===== src/sampler_macros.svh =====
// ML-DSA sampler constants
`ifndef SAMPLER_MACROS_SVH
`define SAMPLER_MACROS_SVH

// modulus and coefficient width
`define MLDSA_Q 8380417
`define Q_W 23

// polynomial size and output grouping
`define MLDSA_N 256
`define COEFF_PER_GRP 4
`define GRP_CNT 64

// squeezed block width
`define XOF_BLOCK_W 480

// raw sample widths per mode
`define REJ_SAMPLE_W 24
`define EXP_SAMPLE_W 20

// mask expansion offset, 2^19
`define GAMMA1 524288

// destination memory address width
`define ADDR_W 10

// kept-sample buffer in the rejection sampler
`define REJ_BUF_DEPTH 8

`endif


===== src/sampler_pkg.sv =====
// ML-DSA sampler types
`default_nettype none

`include "sampler_macros.svh"

package sampler_pkg;

  // sampling mode, held for a whole run
  typedef enum logic {
    REJ_SAMPLER = 1'b0,
    EXP_MASK    = 1'b1
  } sampler_mode_e;

  // raw samples as cut from a squeezed block
  typedef logic [`REJ_SAMPLE_W-1:0] rej_sample_t;
  typedef logic [`EXP_SAMPLE_W-1:0] exp_sample_t;

  // reduced coefficient mod q
  typedef logic [`Q_W-1:0] coeff_t;

  // one output beat, coeff[0] is the oldest sample
  typedef struct packed {
    coeff_t [`COEFF_PER_GRP-1:0] coeff;
  } coeff_grp_t;

endpackage

`default_nettype wire


===== src/exp_mask.sv =====
// Mask expansion, gamma1 minus sample mod q
`timescale 1ns/1ps
`default_nettype none

`include "sampler_macros.svh"

module exp_mask (
  input  logic                                           clk,
  input  logic                                           rst_b,
  input  logic                                           flush_i,
  input  logic                                           grp_valid_i,
  input  sampler_pkg::exp_sample_t [`COEFF_PER_GRP-1:0]  grp_data_i,
  output logic                                           grp_hold_o,
  output logic                                           out_valid_o,
  output sampler_pkg::coeff_grp_t                        out_data_o
);

  // one spare bit carries the sign of the difference
  localparam int DW = `Q_W + 1;

  logic [DW-1:0]           diff [`COEFF_PER_GRP];
  logic [DW-1:0]           wrap [`COEFF_PER_GRP];
  sampler_pkg::coeff_grp_t coeff_d;

  // memory port has no back-pressure, only stall the piso during a flush
  assign grp_hold_o = flush_i;

  always_comb begin
    for (int i = 0; i < `COEFF_PER_GRP; i++) begin
      diff[i] = DW'(`GAMMA1) - DW'(grp_data_i[i]);
      wrap[i] = diff[i] + DW'(`MLDSA_Q);
      // negative result wraps back into [0, q)
      coeff_d.coeff[i] = diff[i][DW-1] ? wrap[i][`Q_W-1:0] : diff[i][`Q_W-1:0];
    end
  end

  always_ff @(posedge clk or negedge rst_b) begin
    if (!rst_b) out_valid_o <= 1'b0;
    else if (flush_i) out_valid_o <= 1'b0;
    else out_valid_o <= grp_valid_i;
  end

  always_ff @(posedge clk) begin
    if (grp_valid_i) out_data_o <= coeff_d;
  end

endmodule

`default_nettype wire


===== src/rej_sampler.sv =====
// Rejection sampler against q
`timescale 1ns/1ps
`default_nettype none

`include "sampler_macros.svh"

module rej_sampler (
  input  logic                                           clk,
  input  logic                                           rst_b,
  input  logic                                           flush_i,
  input  logic                                           grp_valid_i,
  input  sampler_pkg::rej_sample_t [`COEFF_PER_GRP-1:0]  grp_data_i,
  output logic                                           grp_hold_o,
  output logic                                           out_valid_o,
  output sampler_pkg::coeff_grp_t                        out_data_o
);

  localparam int FILL_W = $clog2(`REJ_BUF_DEPTH) + 1;
  localparam int IDX_W  = $clog2(`REJ_BUF_DEPTH);

  sampler_pkg::coeff_t [`REJ_BUF_DEPTH-1:0] buf_q;
  sampler_pkg::coeff_t [`REJ_BUF_DEPTH-1:0] buf_d;
  sampler_pkg::coeff_t [`COEFF_PER_GRP-1:0] cand;
  logic [`COEFF_PER_GRP-1:0]                keep;
  logic [FILL_W-1:0]                        fill_q;
  logic [FILL_W-1:0]                        fill_d;
  logic                                     take;
  logic                                     emit;

  // drop bit 23, keep only values below q
  always_comb begin
    for (int i = 0; i < `COEFF_PER_GRP; i++) begin
      cand[i] = grp_data_i[i][`Q_W-1:0];
      keep[i] = (cand[i] < `MLDSA_Q);
    end
  end

  // room for a full group of four is needed to take one
  assign grp_hold_o = (fill_q > FILL_W'(`REJ_BUF_DEPTH - `COEFF_PER_GRP));
  assign take       = grp_valid_i & ~grp_hold_o;
  assign emit       = (fill_q >= FILL_W'(`COEFF_PER_GRP));

  always_comb begin
    buf_d  = buf_q;
    fill_d = fill_q;
    // oldest four leave, the rest move down
    if (emit) begin
      for (int i = 0; i < `REJ_BUF_DEPTH - `COEFF_PER_GRP; i++) begin
        buf_d[i] = buf_q[i + `COEFF_PER_GRP];
      end
      fill_d = fill_q - FILL_W'(`COEFF_PER_GRP);
    end
    // append kept samples in order behind what remains
    if (take) begin
      for (int i = 0; i < `COEFF_PER_GRP; i++) begin
        if (keep[i]) begin
          buf_d[fill_d[IDX_W-1:0]] = cand[i];
          fill_d = fill_d + 1'b1;
        end
      end
    end
  end

  always_ff @(posedge clk or negedge rst_b) begin
    if (!rst_b) begin
      fill_q      <= '0;
      out_valid_o <= 1'b0;
    end else if (flush_i) begin
      fill_q      <= '0;
      out_valid_o <= 1'b0;
    end else begin
      fill_q      <= fill_d;
      out_valid_o <= emit;
    end
  end

  always_ff @(posedge clk) begin
    buf_q <= buf_d;
    if (emit) out_data_o.coeff <= buf_q[`COEFF_PER_GRP-1:0];
  end

  a_fill_bound: assert property (@(posedge clk) disable iff (!rst_b)
    fill_q <= FILL_W'(`REJ_BUF_DEPTH));

endmodule

`default_nettype wire


===== src/sample_piso.sv =====
// Block to sample-group shifter
`timescale 1ns/1ps
`default_nettype none

`include "sampler_macros.svh"

module sample_piso #(
  parameter type sample_t = sampler_pkg::rej_sample_t
) (
  input  logic                                clk,
  input  logic                                rst_b,
  input  logic                                flush_i,
  input  logic                                valid_i,
  input  logic [`XOF_BLOCK_W-1:0]             data_i,
  input  logic                                grp_hold_i,
  output logic                                hold_o,
  output logic                                grp_valid_o,
  output sample_t [`COEFF_PER_GRP-1:0]        grp_data_o
);

  localparam int GRP_W   = $bits(sample_t) * `COEFF_PER_GRP;
  localparam int NUM_GRP = `XOF_BLOCK_W / GRP_W;
  localparam int IDX_W   = $clog2(NUM_GRP);

  logic [`XOF_BLOCK_W-1:0] buf_q;
  logic                    full_q;
  logic [IDX_W-1:0]        idx_q;
  logic                    load;
  logic                    adv;
  logic                    last_grp;

  assign load     = valid_i & ~full_q;
  assign adv      = full_q & ~grp_hold_i;
  assign last_grp = (idx_q == IDX_W'(NUM_GRP - 1));

  assign hold_o      = full_q;
  assign grp_valid_o = full_q;
  // lowest bits of the block leave first
  assign grp_data_o  = buf_q[GRP_W-1:0];

  always_ff @(posedge clk or negedge rst_b) begin
    if (!rst_b) begin
      full_q <= 1'b0;
      idx_q  <= '0;
    end else if (flush_i) begin
      full_q <= 1'b0;
      idx_q  <= '0;
    end else if (load) begin
      full_q <= 1'b1;
      idx_q  <= '0;
    end else if (adv) begin
      if (last_grp) full_q <= 1'b0;
      else idx_q <= idx_q + 1'b1;
    end
  end

  always_ff @(posedge clk) begin
    if (load) buf_q <= data_i;
    else if (adv) buf_q <= buf_q >> GRP_W;
  end

  // a new block is only offered once the resident one has fully left
  a_no_overwrite: assert property (@(posedge clk) disable iff (!rst_b)
    !(valid_i && full_q));

endmodule

`default_nettype wire


===== src/sampler_ctrl.sv =====
// Sampler run controller
`timescale 1ns/1ps
`default_nettype none

`include "sampler_macros.svh"

module sampler_ctrl (
  input  logic                       clk,
  input  logic                       rst_b,
  input  logic                       zeroize_i,
  input  sampler_pkg::sampler_mode_e mode_i,
  input  logic                       start_i,
  input  logic [`ADDR_W-1:0]         dest_base_addr_i,
  input  logic                       xof_valid_i,
  input  logic                       rej_hold_i,
  input  logic                       exp_hold_i,
  input  logic                       rej_out_valid_i,
  input  logic                       exp_out_valid_i,
  output logic                       xof_hold_o,
  output logic                       rej_in_valid_o,
  output logic                       exp_in_valid_o,
  output logic                       flush_o,
  output logic                       xof_process_o,
  output logic                       xof_run_o,
  output logic                       busy_o,
  output logic                       done_o,
  output logic                       ntt_dv_o,
  output logic                       mem_dv_o,
  output logic [`ADDR_W-1:0]         mem_addr_o
);

  localparam int CNT_W = $clog2(`GRP_CNT) + 1;

  typedef enum logic [2:0] {
    IDLE = 3'd0,
    PROC = 3'd1,
    WAIT = 3'd2,
    RUN  = 3'd3,
    DONE = 3'd4
  } state_e;

  state_e             state_q;
  state_e             state_d;
  logic [CNT_W-1:0]   grp_cnt_q;
  logic [`ADDR_W-1:0] addr_q;
  logic               is_rej;
  logic               in_wait;
  logic               start_ok;
  logic               blk_acc;
  logic               out_en;
  logic               out_strobe;
  logic               last_strobe;

  assign is_rej   = (mode_i == sampler_pkg::REJ_SAMPLER);
  assign in_wait  = (state_q == WAIT);
  assign start_ok = start_i & (state_q == IDLE);

  // blocks are only accepted while waiting for one
  assign xof_hold_o     = zeroize_i | ~in_wait | (is_rej ? rej_hold_i : exp_hold_i);
  assign rej_in_valid_o = xof_valid_i & ~xof_hold_o & is_rej;
  assign exp_in_valid_o = xof_valid_i & ~xof_hold_o & ~is_rej;
  assign blk_acc        = xof_valid_i & ~xof_hold_o;

  // strobes gated outside a run and once the polynomial is complete
  assign out_en      = ((state_q == WAIT) | (state_q == RUN)) & ~zeroize_i &
                       (grp_cnt_q != CNT_W'(`GRP_CNT));
  assign ntt_dv_o    = rej_out_valid_i & is_rej & out_en;
  assign mem_dv_o    = exp_out_valid_i & ~is_rej & out_en;
  assign out_strobe  = ntt_dv_o | mem_dv_o;
  assign last_strobe = out_strobe & (grp_cnt_q == CNT_W'(`GRP_CNT - 1));

  assign flush_o    = zeroize_i | (state_q == DONE);
  assign busy_o     = start_i | (state_q != IDLE);
  assign mem_addr_o = addr_q;

  always_comb begin
    state_d       = state_q;
    xof_process_o = 1'b0;
    xof_run_o     = 1'b0;
    done_o        = 1'b0;
    unique case (state_q)
      IDLE: begin
        if (start_i) state_d = PROC;
      end
      PROC: begin
        xof_process_o = 1'b1;
        state_d       = WAIT;
      end
      WAIT: begin
        if (last_strobe) state_d = DONE;
        else if (blk_acc) state_d = RUN;
      end
      RUN: begin
        if (last_strobe) begin
          state_d = DONE;
        end else begin
          // ask for the next block
          xof_run_o = 1'b1;
          state_d   = WAIT;
        end
      end
      DONE: begin
        done_o  = 1'b1;
        state_d = IDLE;
      end
      default: state_d = IDLE;
    endcase
  end

  always_ff @(posedge clk or negedge rst_b) begin
    if (!rst_b) begin
      state_q   <= IDLE;
      grp_cnt_q <= '0;
      addr_q    <= '0;
    end else if (zeroize_i) begin
      state_q   <= IDLE;
      grp_cnt_q <= '0;
      addr_q    <= '0;
    end else begin
      state_q <= state_d;
      if (start_ok) begin
        grp_cnt_q <= '0;
        addr_q    <= dest_base_addr_i;
      end else begin
        if (out_strobe) grp_cnt_q <= grp_cnt_q + 1'b1;
        if (mem_dv_o) addr_q <= addr_q + 1'b1;
      end
    end
  end

  // only the pipe of the selected mode ever produces output
  a_strobe_mutex: assert property (@(posedge clk) disable iff (!rst_b)
    !(rej_out_valid_i && exp_out_valid_i));

  a_state_known: assert property (@(posedge clk) disable iff (!rst_b)
    !$isunknown(state_q));

endmodule

`default_nettype wire


===== src/sampler_top.sv =====
// ML-DSA coefficient sampler top
`timescale 1ns/1ps
`default_nettype none

`include "sampler_macros.svh"

module sampler_top (
  input  logic                       clk,
  input  logic                       rst_b,
  input  logic                       zeroize_i,
  input  sampler_pkg::sampler_mode_e mode_i,
  input  logic                       start_i,
  input  logic [`ADDR_W-1:0]         dest_base_addr_i,
  input  logic                       xof_valid_i,
  input  logic [`XOF_BLOCK_W-1:0]    xof_data_i,
  output logic                       xof_hold_o,
  output logic                       xof_process_o,
  output logic                       xof_run_o,
  output logic                       busy_o,
  output logic                       done_o,
  output logic                       ntt_dv_o,
  output sampler_pkg::coeff_grp_t    ntt_data_o,
  output logic                       mem_dv_o,
  output sampler_pkg::coeff_grp_t    mem_data_o,
  output logic [`ADDR_W-1:0]         mem_addr_o
);

  logic flush;

  // rejection path
  logic                                          rej_in_valid;
  logic                                          rej_xof_hold;
  logic                                          rej_grp_valid;
  logic                                          rej_grp_hold;
  sampler_pkg::rej_sample_t [`COEFF_PER_GRP-1:0] rej_grp_data;
  logic                                          rej_out_valid;

  // mask expansion path
  logic                                          exp_in_valid;
  logic                                          exp_xof_hold;
  logic                                          exp_grp_valid;
  logic                                          exp_grp_hold;
  sampler_pkg::exp_sample_t [`COEFF_PER_GRP-1:0] exp_grp_data;
  logic                                          exp_out_valid;

  sampler_ctrl sampler_ctrl_inst (
    .clk              (clk),
    .rst_b            (rst_b),
    .zeroize_i        (zeroize_i),
    .mode_i           (mode_i),
    .start_i          (start_i),
    .dest_base_addr_i (dest_base_addr_i),
    .xof_valid_i      (xof_valid_i),
    .rej_hold_i       (rej_xof_hold),
    .exp_hold_i       (exp_xof_hold),
    .rej_out_valid_i  (rej_out_valid),
    .exp_out_valid_i  (exp_out_valid),
    .xof_hold_o       (xof_hold_o),
    .rej_in_valid_o   (rej_in_valid),
    .exp_in_valid_o   (exp_in_valid),
    .flush_o          (flush),
    .xof_process_o    (xof_process_o),
    .xof_run_o        (xof_run_o),
    .busy_o           (busy_o),
    .done_o           (done_o),
    .ntt_dv_o         (ntt_dv_o),
    .mem_dv_o         (mem_dv_o),
    .mem_addr_o       (mem_addr_o)
  );

  sample_piso #(.sample_t(sampler_pkg::rej_sample_t)) rej_piso_inst (
    .clk         (clk),
    .rst_b       (rst_b),
    .flush_i     (flush),
    .valid_i     (rej_in_valid),
    .data_i      (xof_data_i),
    .grp_hold_i  (rej_grp_hold),
    .hold_o      (rej_xof_hold),
    .grp_valid_o (rej_grp_valid),
    .grp_data_o  (rej_grp_data)
  );

  rej_sampler rej_sampler_inst (
    .clk         (clk),
    .rst_b       (rst_b),
    .flush_i     (flush),
    .grp_valid_i (rej_grp_valid),
    .grp_data_i  (rej_grp_data),
    .grp_hold_o  (rej_grp_hold),
    .out_valid_o (rej_out_valid),
    .out_data_o  (ntt_data_o)
  );

  sample_piso #(.sample_t(sampler_pkg::exp_sample_t)) exp_piso_inst (
    .clk         (clk),
    .rst_b       (rst_b),
    .flush_i     (flush),
    .valid_i     (exp_in_valid),
    .data_i      (xof_data_i),
    .grp_hold_i  (exp_grp_hold),
    .hold_o      (exp_xof_hold),
    .grp_valid_o (exp_grp_valid),
    .grp_data_o  (exp_grp_data)
  );

  exp_mask exp_mask_inst (
    .clk         (clk),
    .rst_b       (rst_b),
    .flush_i     (flush),
    .grp_valid_i (exp_grp_valid),
    .grp_data_i  (exp_grp_data),
    .grp_hold_o  (exp_grp_hold),
    .out_valid_o (exp_out_valid),
    .out_data_o  (mem_data_o)
  );

endmodule

`default_nettype wire


===== config.mk =====
export PLATFORM = sky130hd
export DESIGN_NAME = sampler_top
export DESIGN_NICKNAME = d
export VERILOG_FILES = /design/src/sampler_pkg.sv /design/src/exp_mask.sv /design/src/rej_sampler.sv /design/src/sample_piso.sv /design/src/sampler_ctrl.sv /design/src/sampler_top.sv
export VERILOG_INCLUDE_DIRS = /design/src
export SDC_FILE = /design/constraint.sdc
export NUM_CORES = 2
export LEC_CHECK = 0
export BUFFER_PORTS_ARGS = -buffer_cell sky130_fd_sc_hd__buf_4
export CORE_ASPECT_RATIO = 0.6
export CORE_MARGIN = 4
export CORE_UTILIZATION = 55
export CTS_BUF_LIST = sky130_fd_sc_hd__clkbuf_4 sky130_fd_sc_hd__clkbuf_8
export CTS_CLUSTER_SIZE = 24
export DETAILED_ROUTE_END_ITERATION = 8
export GPL_TIMING_DRIVEN = 0
export PLACE_DENSITY = 0.75
export SETUP_SLACK_MARGIN = 0.5
export SLEW_MARGIN = 20
export SYNTH_ARGS = -nofsm -noshare
export SYNTH_HDL_FRONTEND = slang
export SYNTH_SLANG_ARGS = --single-unit

===== constraint.sdc =====
create_clock -name clk -period 63.8 [get_ports clk]
set_input_delay 12.76 -clock clk [delete_from_list [all_inputs] [get_ports clk]]
set_output_delay 12.76 -clock clk [all_outputs]
set_load 0.03 [all_outputs]

# Yosys cells after proc, flatten, opt, wreduce, memory -nomap -nowiden

Index checks and enable logic that the tools add are counted.

Flip-flop bits (word level): 1362
Bits of input ports: 496
Output and inout bits: 201
Word-level logic and storage cells: 193

Add/subtract/negate cells: 17
$lt $le $gt $ge: 14
Equal/unequal tests: 12
Mux-type cells: 74
Bitwise gates (word level): 29
Reductions and logical operators: 19

Operators with widths:

| operator                                                              | number |
|---|---|
| 480-bit 2-to-1 mux                                                    | 4 |
| 184-bit 2-to-1 mux                                                    | 7 |
| 184-bit bitwise mux                                                   | 4 |
| 23-bit demux with 3-bit select                                        | 4 |
| 23-bit 2-to-1 mux                                                     | 8 |
| 92-bit 2-to-1 mux                                                     | 2 |
| 23-bit < comparator, second input constant                            | 4 |
| 21-bit by 14-bit adder with 22-bit output, second input constant      | 4 |
| 20-bit by 20-bit subtractor with 21-bit output, first input constant  | 4 |
| 4-bit 2-to-1 mux                                                      | 10 |
| 3-bit 2-to-1 mux                                                      | 13 |
| 10-bit 2-to-1 mux                                                     | 3 |
| 7-bit 2-to-1 mux                                                      | 3 |
| 3-bit nonzero test                                                    | 7 |
| 4-bit by 1-bit adder with 4-bit output, second input constant         | 4 |
| 3-bit by 4-bit < comparator with 1-bit output, second input constant  | 4 |
| 1-bit AND                                                             | 15 |
| 1-bit 2-to-1 mux                                                      | 15 |
| 3-bit by 1-bit >= comparator with 1-bit output, second input constant | 4 |
| 3-bit case mux with 4 select lines                                    | 1 |
| 10-bit by 1-bit adder with 10-bit output, second input constant       | 1 |
| 2-bit AND reduction                                                   | 5 |
| 3-bit == test, second input constant                                  | 3 |
| 1-bit NOT                                                             | 8 |
| 16 further kinds                                                      | 28 |

# Logic depth before layout (Yosys ltp)

Depth after elaboration: 18
Mapped depth: 20
Mapped depth without buffers: 17

# Modules after synthesis

Synthesis repeated with hierarchy kept, for this count alone.

Cells, all modules: 5025
Area, all modules: 68082.8 um2

Modules (own cells, without submodules):

| module                      | times used | cells an instance | area an instance (um2) | seq. area each (um2) |
|---|---|---|---|---|
| sample_piso (exp_piso_inst) | 1          | 1120              | 21030.2                | 14513.9 |
| sample_piso (rej_piso_inst) | 1          | 1138              | 20877.5                | 14513.9 |
| rej_sampler                 | 1          | 1977              | 18560.3                | 7492.2 |
| exp_mask                    | 1          | 643               | 6321.1                 | 2667.6 |
| sampler_ctrl                | 1          | 147               | 1293.7                 | 500.5 |

# Worst setup path before layout

OpenSTA, ideal clock, no wires.

Path type: input-to-reg
Start: in zeroize_i
End: reg exp_piso_inst.buf_q[0], enable pin
Library setup time: 1.990 ns
Data arrival time: 46.770 ns
Required time: 61.810 ns
Path slack: 15.040 ns
Stages: 4
Path through: or2_2 > clkbuf_1 > clkbuf_1 > o21ai_0

Cells in the longest elaborated chain, start to end: 7

RTL lines:

| item                           | RTL line           | RTL |
|---|---|---|
| start, declared                | sampler_top.sv:10  | `input logic zeroize_i,` |
| 1-bit OR (2 in series)         | sampler_ctrl.sv:59 | `assign xof_hold_o = zeroize_i \| ~in_wait \| (is_rej ? rej_hold_i : exp_hold_i);` |
| 1-bit NOT                      | sampler_ctrl.sv:61 | `assign exp_in_valid_o = xof_valid_i & ~xof_hold_o & ~is_rej;` |
| 1-bit AND (2 in series)        | sampler_ctrl.sv:61 |  |
| 1-bit AND                      | sample_piso.sv:32  | `assign load = valid_i & ~full_q;` |
| 2-bit nonzero test (no line) * | --                 |  |
| end signal, assigned           | sample_piso.sv:58  | `if (load) buf_q <= data_i;` |
| end signal, assigned           | sample_piso.sv:59  | `else if (adv) buf_q <= buf_q >> GRP_W;` |
| end, declared                  | sample_piso.sv:25  | `` logic [`XOF_BLOCK_W-1:0] buf_q; `` |

Every way passes the cells marked *; elsewhere a longest branch is shown, timed or not.
A chain may end at the register's enable or synchronous reset.

# Worst setup path in the final report

Start: in zeroize_i
End: out xof_run_o

Cells in the longest elaborated chain, start to end: 8

RTL lines:

| item                         | RTL line                               | RTL |
|---|---|---|
| 1-bit NOT *                  | sampler_ctrl.sv:65                     | `assign out_en = ((state_q == WAIT) \| (state_q == RUN)) & ~zeroize_i &` |
| 1-bit AND * (2 in series)    | sampler_ctrl.sv:65                     |  |
| 1-bit AND (on tied branches) | sampler_ctrl.sv:67, sampler_ctrl.sv:68 |  |
| 1-bit OR *                   | sampler_ctrl.sv:69                     | `assign out_strobe = ntt_dv_o \| mem_dv_o;` |
| 1-bit AND *                  | sampler_ctrl.sv:70                     | `` assign last_strobe = out_strobe & (grp_cnt_q == CNT_W'(`GRP_CNT - 1)); `` |
| 1-bit 2-to-1 mux *           | sampler_ctrl.sv:94                     | `if (last_strobe) begin` |
| 1-bit 2-to-1 mux *           | sampler_ctrl.sv:81                     | `unique case (state_q)` |
| end, declared                | sampler_top.sv:18                      | `output logic xof_run_o,` |

Marks and branches as above.

==> impl_metrics.py <==
metrics = {
    "layout": {
        "drive_above_1_share_pct": 16.4,
        "finalNetCount": 7699,
        "areaGrowthSynthToFinish_pct": 19.0,
    },
    "yosys": {
        "ys_ff_latch": 1338,
        "yosysSeqAreaShare_pct": 60.9,
        "netlist_top_cells_area": "edfxtp_1 57%, nand2_1 15%, mux2i_1 5.5%",
        "synth_edf_count": 1212,
        "yosysWarnings": 0,
        "yosysMostFrequentCell": "nand2_1",
        "async_flop_share_pct": 2.54,
        "netlist.area_leader.share_pct": 56.7,
        "yosysTopAreaCell": "edfxtp_1",
        "yosys-top-cells-count": "2545 x nand2_1, 1212 x edfxtp_1, 352 x mux2i_1",
        "avgSynthCellArea_um2": 10.3,
        "synth_ff_type": "edfxtp_1",
        "synthesis.nets": 6768,
        "synth_cells": 6251,
        "synth_cell_types": 95,
        "synth_area_um2": 64100,
    },
    "clock_network": {
        "root_buffer": "clkbuf_8",
        "post_cts_buffers": 0,
        "post_cts_resized": 0,
        "clk_latency_ns": 0.94,
        "cts.htree.levels": 4,
        "cts.sinks": 1338,
        "path_clk_slew_ns": 0.07,
        "cts_made_buffers": 192,
        "cts_tree": "done",
        "clock_path_buffers": 3,
        "cts_hold_buf": 0,
    },
    "critical_path": {
        "cpMostUsedCell": "buf_4",
        "rr_worst_depth": 16,
        "reg2reg_from": "rej_piso_inst.buf_q[18]$_DFFE_PP_",
        "reg2reg_slack_ns": 57.37,
        "path_buf_inv": 2,
        "arrival_ns": 16.16,
        "critPathMaxFanout": 7,
        "crit_chain": "buf_4 > nor3b_1 > o31ai_2 > a21oi_1 > nand4_1 > nor3_1 > nor4bb_1 > buf_4",
        "critPathSlowestCell": "a21oi_1",
        "worstSetupStartpointType": "primary input",
        "rr_endpoint": "rej_sampler_inst.buf_q[150]$_DFFE_PP_",
        "worstSetupPathType": "in -> out",
        "critical_path.max_stage_delay_ns": 0.84,
        "required_ns": 51.04,
        "cpLargestDelayFamily": "simple AND/OR/NAND/NOR gates",
        "cp-end-kind": "primary output",
    },
    "sta": {
        "relSlewSlack_pct": 13.4,
        "finalClockSkew_ns": 0.0505,
        "final_hold_viol_count": 0,
        "fin_crit_ns": 28.92,
        "rsz0062_at_grt": "false",
        "finalMaxSlewViolations": 0,
        "worst_pin_slew_ns": 1.30,
        "finalHoldWorstSlack_ns": 0.432,
        "fin_crit_sh_pct": 45.3,
        "max_freq_mhz": 34.6,
        "setup_viol": 0,
        "finalSetupTns_ns": 0,
    },
    "grt": {
        "antenna_found_initial": 68,
        "grt_use_total_pct": 42.8,
        "grt_pass1_wl_um": 369000,
        "grt_max_degree": 60,
        "grt_remaining_overflow": 0,
        "grt_pass1_vias": 49800,
    },
    "routing": {
        "drc": 18,
        "routedWlPerCell_um": 30.2,
        "wirelength_um": 270000,
        "drtIter0Drc": 11300,
        "ant_nets": 0,
        "vias_per_cell": 6.26,
        "drtPass1Iterations": 9,
        "vias": 55900,
    },
    "min_path": {
        "hold-path-endpoint": "rej_sampler_inst.out_data_o[85]$_DFFE_PN_",
        "hold_path_class": "reg -> reg",
        "hold_path_depth": 0,
        "min_from": "rej_sampler_inst.buf_q[85]$_DFF_P_",
    },
    "floorplanning": {
        "boundaryPins": 697,
        "core_area_um2": 115000,
        "num_rows": 96,
        "dieArea_um2": 122000,
        "initial_core_util_pct": 55.7,
        "die_w_um": 449,
        "dieHeight_um": 273,
    },
    "placed_design": {
        "io_buffers": 696,
        "dp.final_hpwl_um": 216000,
        "gp_congestion": 1.11,
    },
    "power_and_ir_drop": {
        "power.leakage_nw": 31.9,
        "vdd_drop_max_mv": 0.0196,
        "powerDensity_nw_per_um2": 25.4,
    },
    "outcome": {
        "violations": "design-rule violations",
        "status": "finished with violations",
    },
    "job": {
        "cap_violations": 0,
    },
}
power breakdown:
group	switching [mW]	leakage [nW]	internal (mW)	total, mW
Clock	0.357	2.04	0.353	0.710
Combinational	0.107	17.5	0.0797	0.186
Sequential	0.0359	12.3	1.01	1.04
stage by stage:
stage	setup WS, ns	cell area (um^2)	cells	util, %	total power, mW
final	34.88	76300	8922	66.3	1.94
after global routing	34.81	76300	8905	66.3	1.99
after CTS	35.02	76200	8858	66.2	1.93
after detailed placement	35.04	72300	8506	62.9	1.24
after global placement	-0.177	71300	8466	61.9	1.26
after floorplan	15.04	64100	6251	-	1.16
worst register-to-register path: stages, from the launching register on:
cell and delay [ns]:
edfxtp_1 0.33, buf_2 0.46, nand4_1 0.28, nor3_2 0.68
nand3_1 0.22, and2_0 0.32, inv_1 0.23, ha_1 0.27
a21oi_1 0.12, a31o_1 0.22, buf_4 0.20, inv_4 0.07
ha_1 0.39, nand3_1 0.18, a211oi_2 0.92, clkbuf_1 0.97
o21ai_0 0.25
layout make-up:
class / instances / area (um^2)
buffer: 431 / 1830
clock inverter: 85 / 577
clock buffer: 267 / 3260
fill: 9210 / 38700
multi-input combinational: 4394 / 22900
inverter: 88 / 343
tap: 1519 / 1900
antenna: 63 / 158
sequential: 1338 / 39100
timing repair buffer: 737 / 6250
flip-flops by register name, indices dropped and copies added, names as in the netlist:
name and count:
exp_piso_inst.grp_valid_o 1, exp_piso_inst.buf_q 480, rej_sampler_inst.out_data_o 92, sampler_ctrl_inst.mem_addr_o 10, rej_piso_inst.idx_q 3, exp_mask_inst.out_data_o 88
rej_sampler_inst.out_valid_o 1, exp_mask_inst.out_valid_o 1, rej_piso_inst.grp_valid_o 1, sampler_ctrl_inst.state_q 3, rej_piso_inst.buf_q 460, rej_sampler_inst.buf_q 184
exp_piso_inst.idx_q 3, rej_sampler_inst.fill_q 4, sampler_ctrl_inst.grp_cnt_q 7
layer usage:
layer / up-vias / global-route usage, % / routed length, um
met5: - / 1.13 / 479
met4: 20 / 15.8 / 10600
met3: 593 / 19.2 / 49300
met2: 5000 / 53.3 / 101000
met1: 26700 / 64.4 / 108000
li1: 23500 / - / -
worst max-delay path by stage:
stage / endpoint / start / slack, ns / depth (start not counted)
finish: xof_run_o / zeroize_i / 34.88 / 8
global route: xof_run_o / zeroize_i / 34.81 / 8
CTS: xof_run_o / zeroize_i / 35.02 / 8
detailed placement: xof_run_o / zeroize_i / 35.04 / 8
global placement: exp_piso_inst.buf_q[77]$_DFFE_PP_ / zeroize_i / -0.18 / 5
floorplan: exp_piso_inst.buf_q[0]$_DFFE_PP_ / zeroize_i / 15.04 / 4
cell families after synthesis:
group,Yosys count,share of synthesized area [%]
AO/OA/AOI/OAI,666,7.26
buffers and inverters,519,3.36
AND/OR/NAND/NOR,3232,20.8
XOR/XNOR,120,1.70
multiplexers,355,5.56
adder cells (fa/ha/maj),21,0.410
flip-flops,1338,60.9
cell usage in the layout, fill, tap and decap left out, types with 12 or more instances in the layout:
| master | n |
|---|---|
| a31o_1 | 38 |
| a211oi_1 | 13 |
| nor2_1 | 250 |
| buf_2 | 51 |
| buf_6 | 12 |
| xor2_1 | 33 |
| nand2_1 | 2544 |
| clkbuf_8 | 201 |
| buf_1 | 12 |
| and2_1 | 181 |
| clkbuf_1 | 330 |
| a21oi_1 | 160 |
| edfxtp_1 | 1212 |
| buf_4 | 709 |
| o211ai_1 | 121 |
| a211o_1 | 50 |
| mux2i_1 | 352 |
| dfrtp_1 | 33 |
| dfxtp_1 | 92 |
| xnor2_1 | 84 |
| clkinv_2 | 27 |
| or4_1 | 12 |
| a222oi_1 | 44 |
| clkbuf_2 | 14 |
| buf_16 | 31 |
| clkbuf_4 | 66 |
| inv_1 | 82 |
| ha_1 | 21 |
| nor3_1 | 44 |
| nor4_1 | 27 |
| nand4_1 | 29 |
| o21ai_0 | 103 |
| diode_2 | 63 |
| nand3_1 | 32 |
| a22oi_1 | 47 |
| or3_1 | 28 |
| clkinv_1 | 41 |
Power figures use the tool's default switching activity.
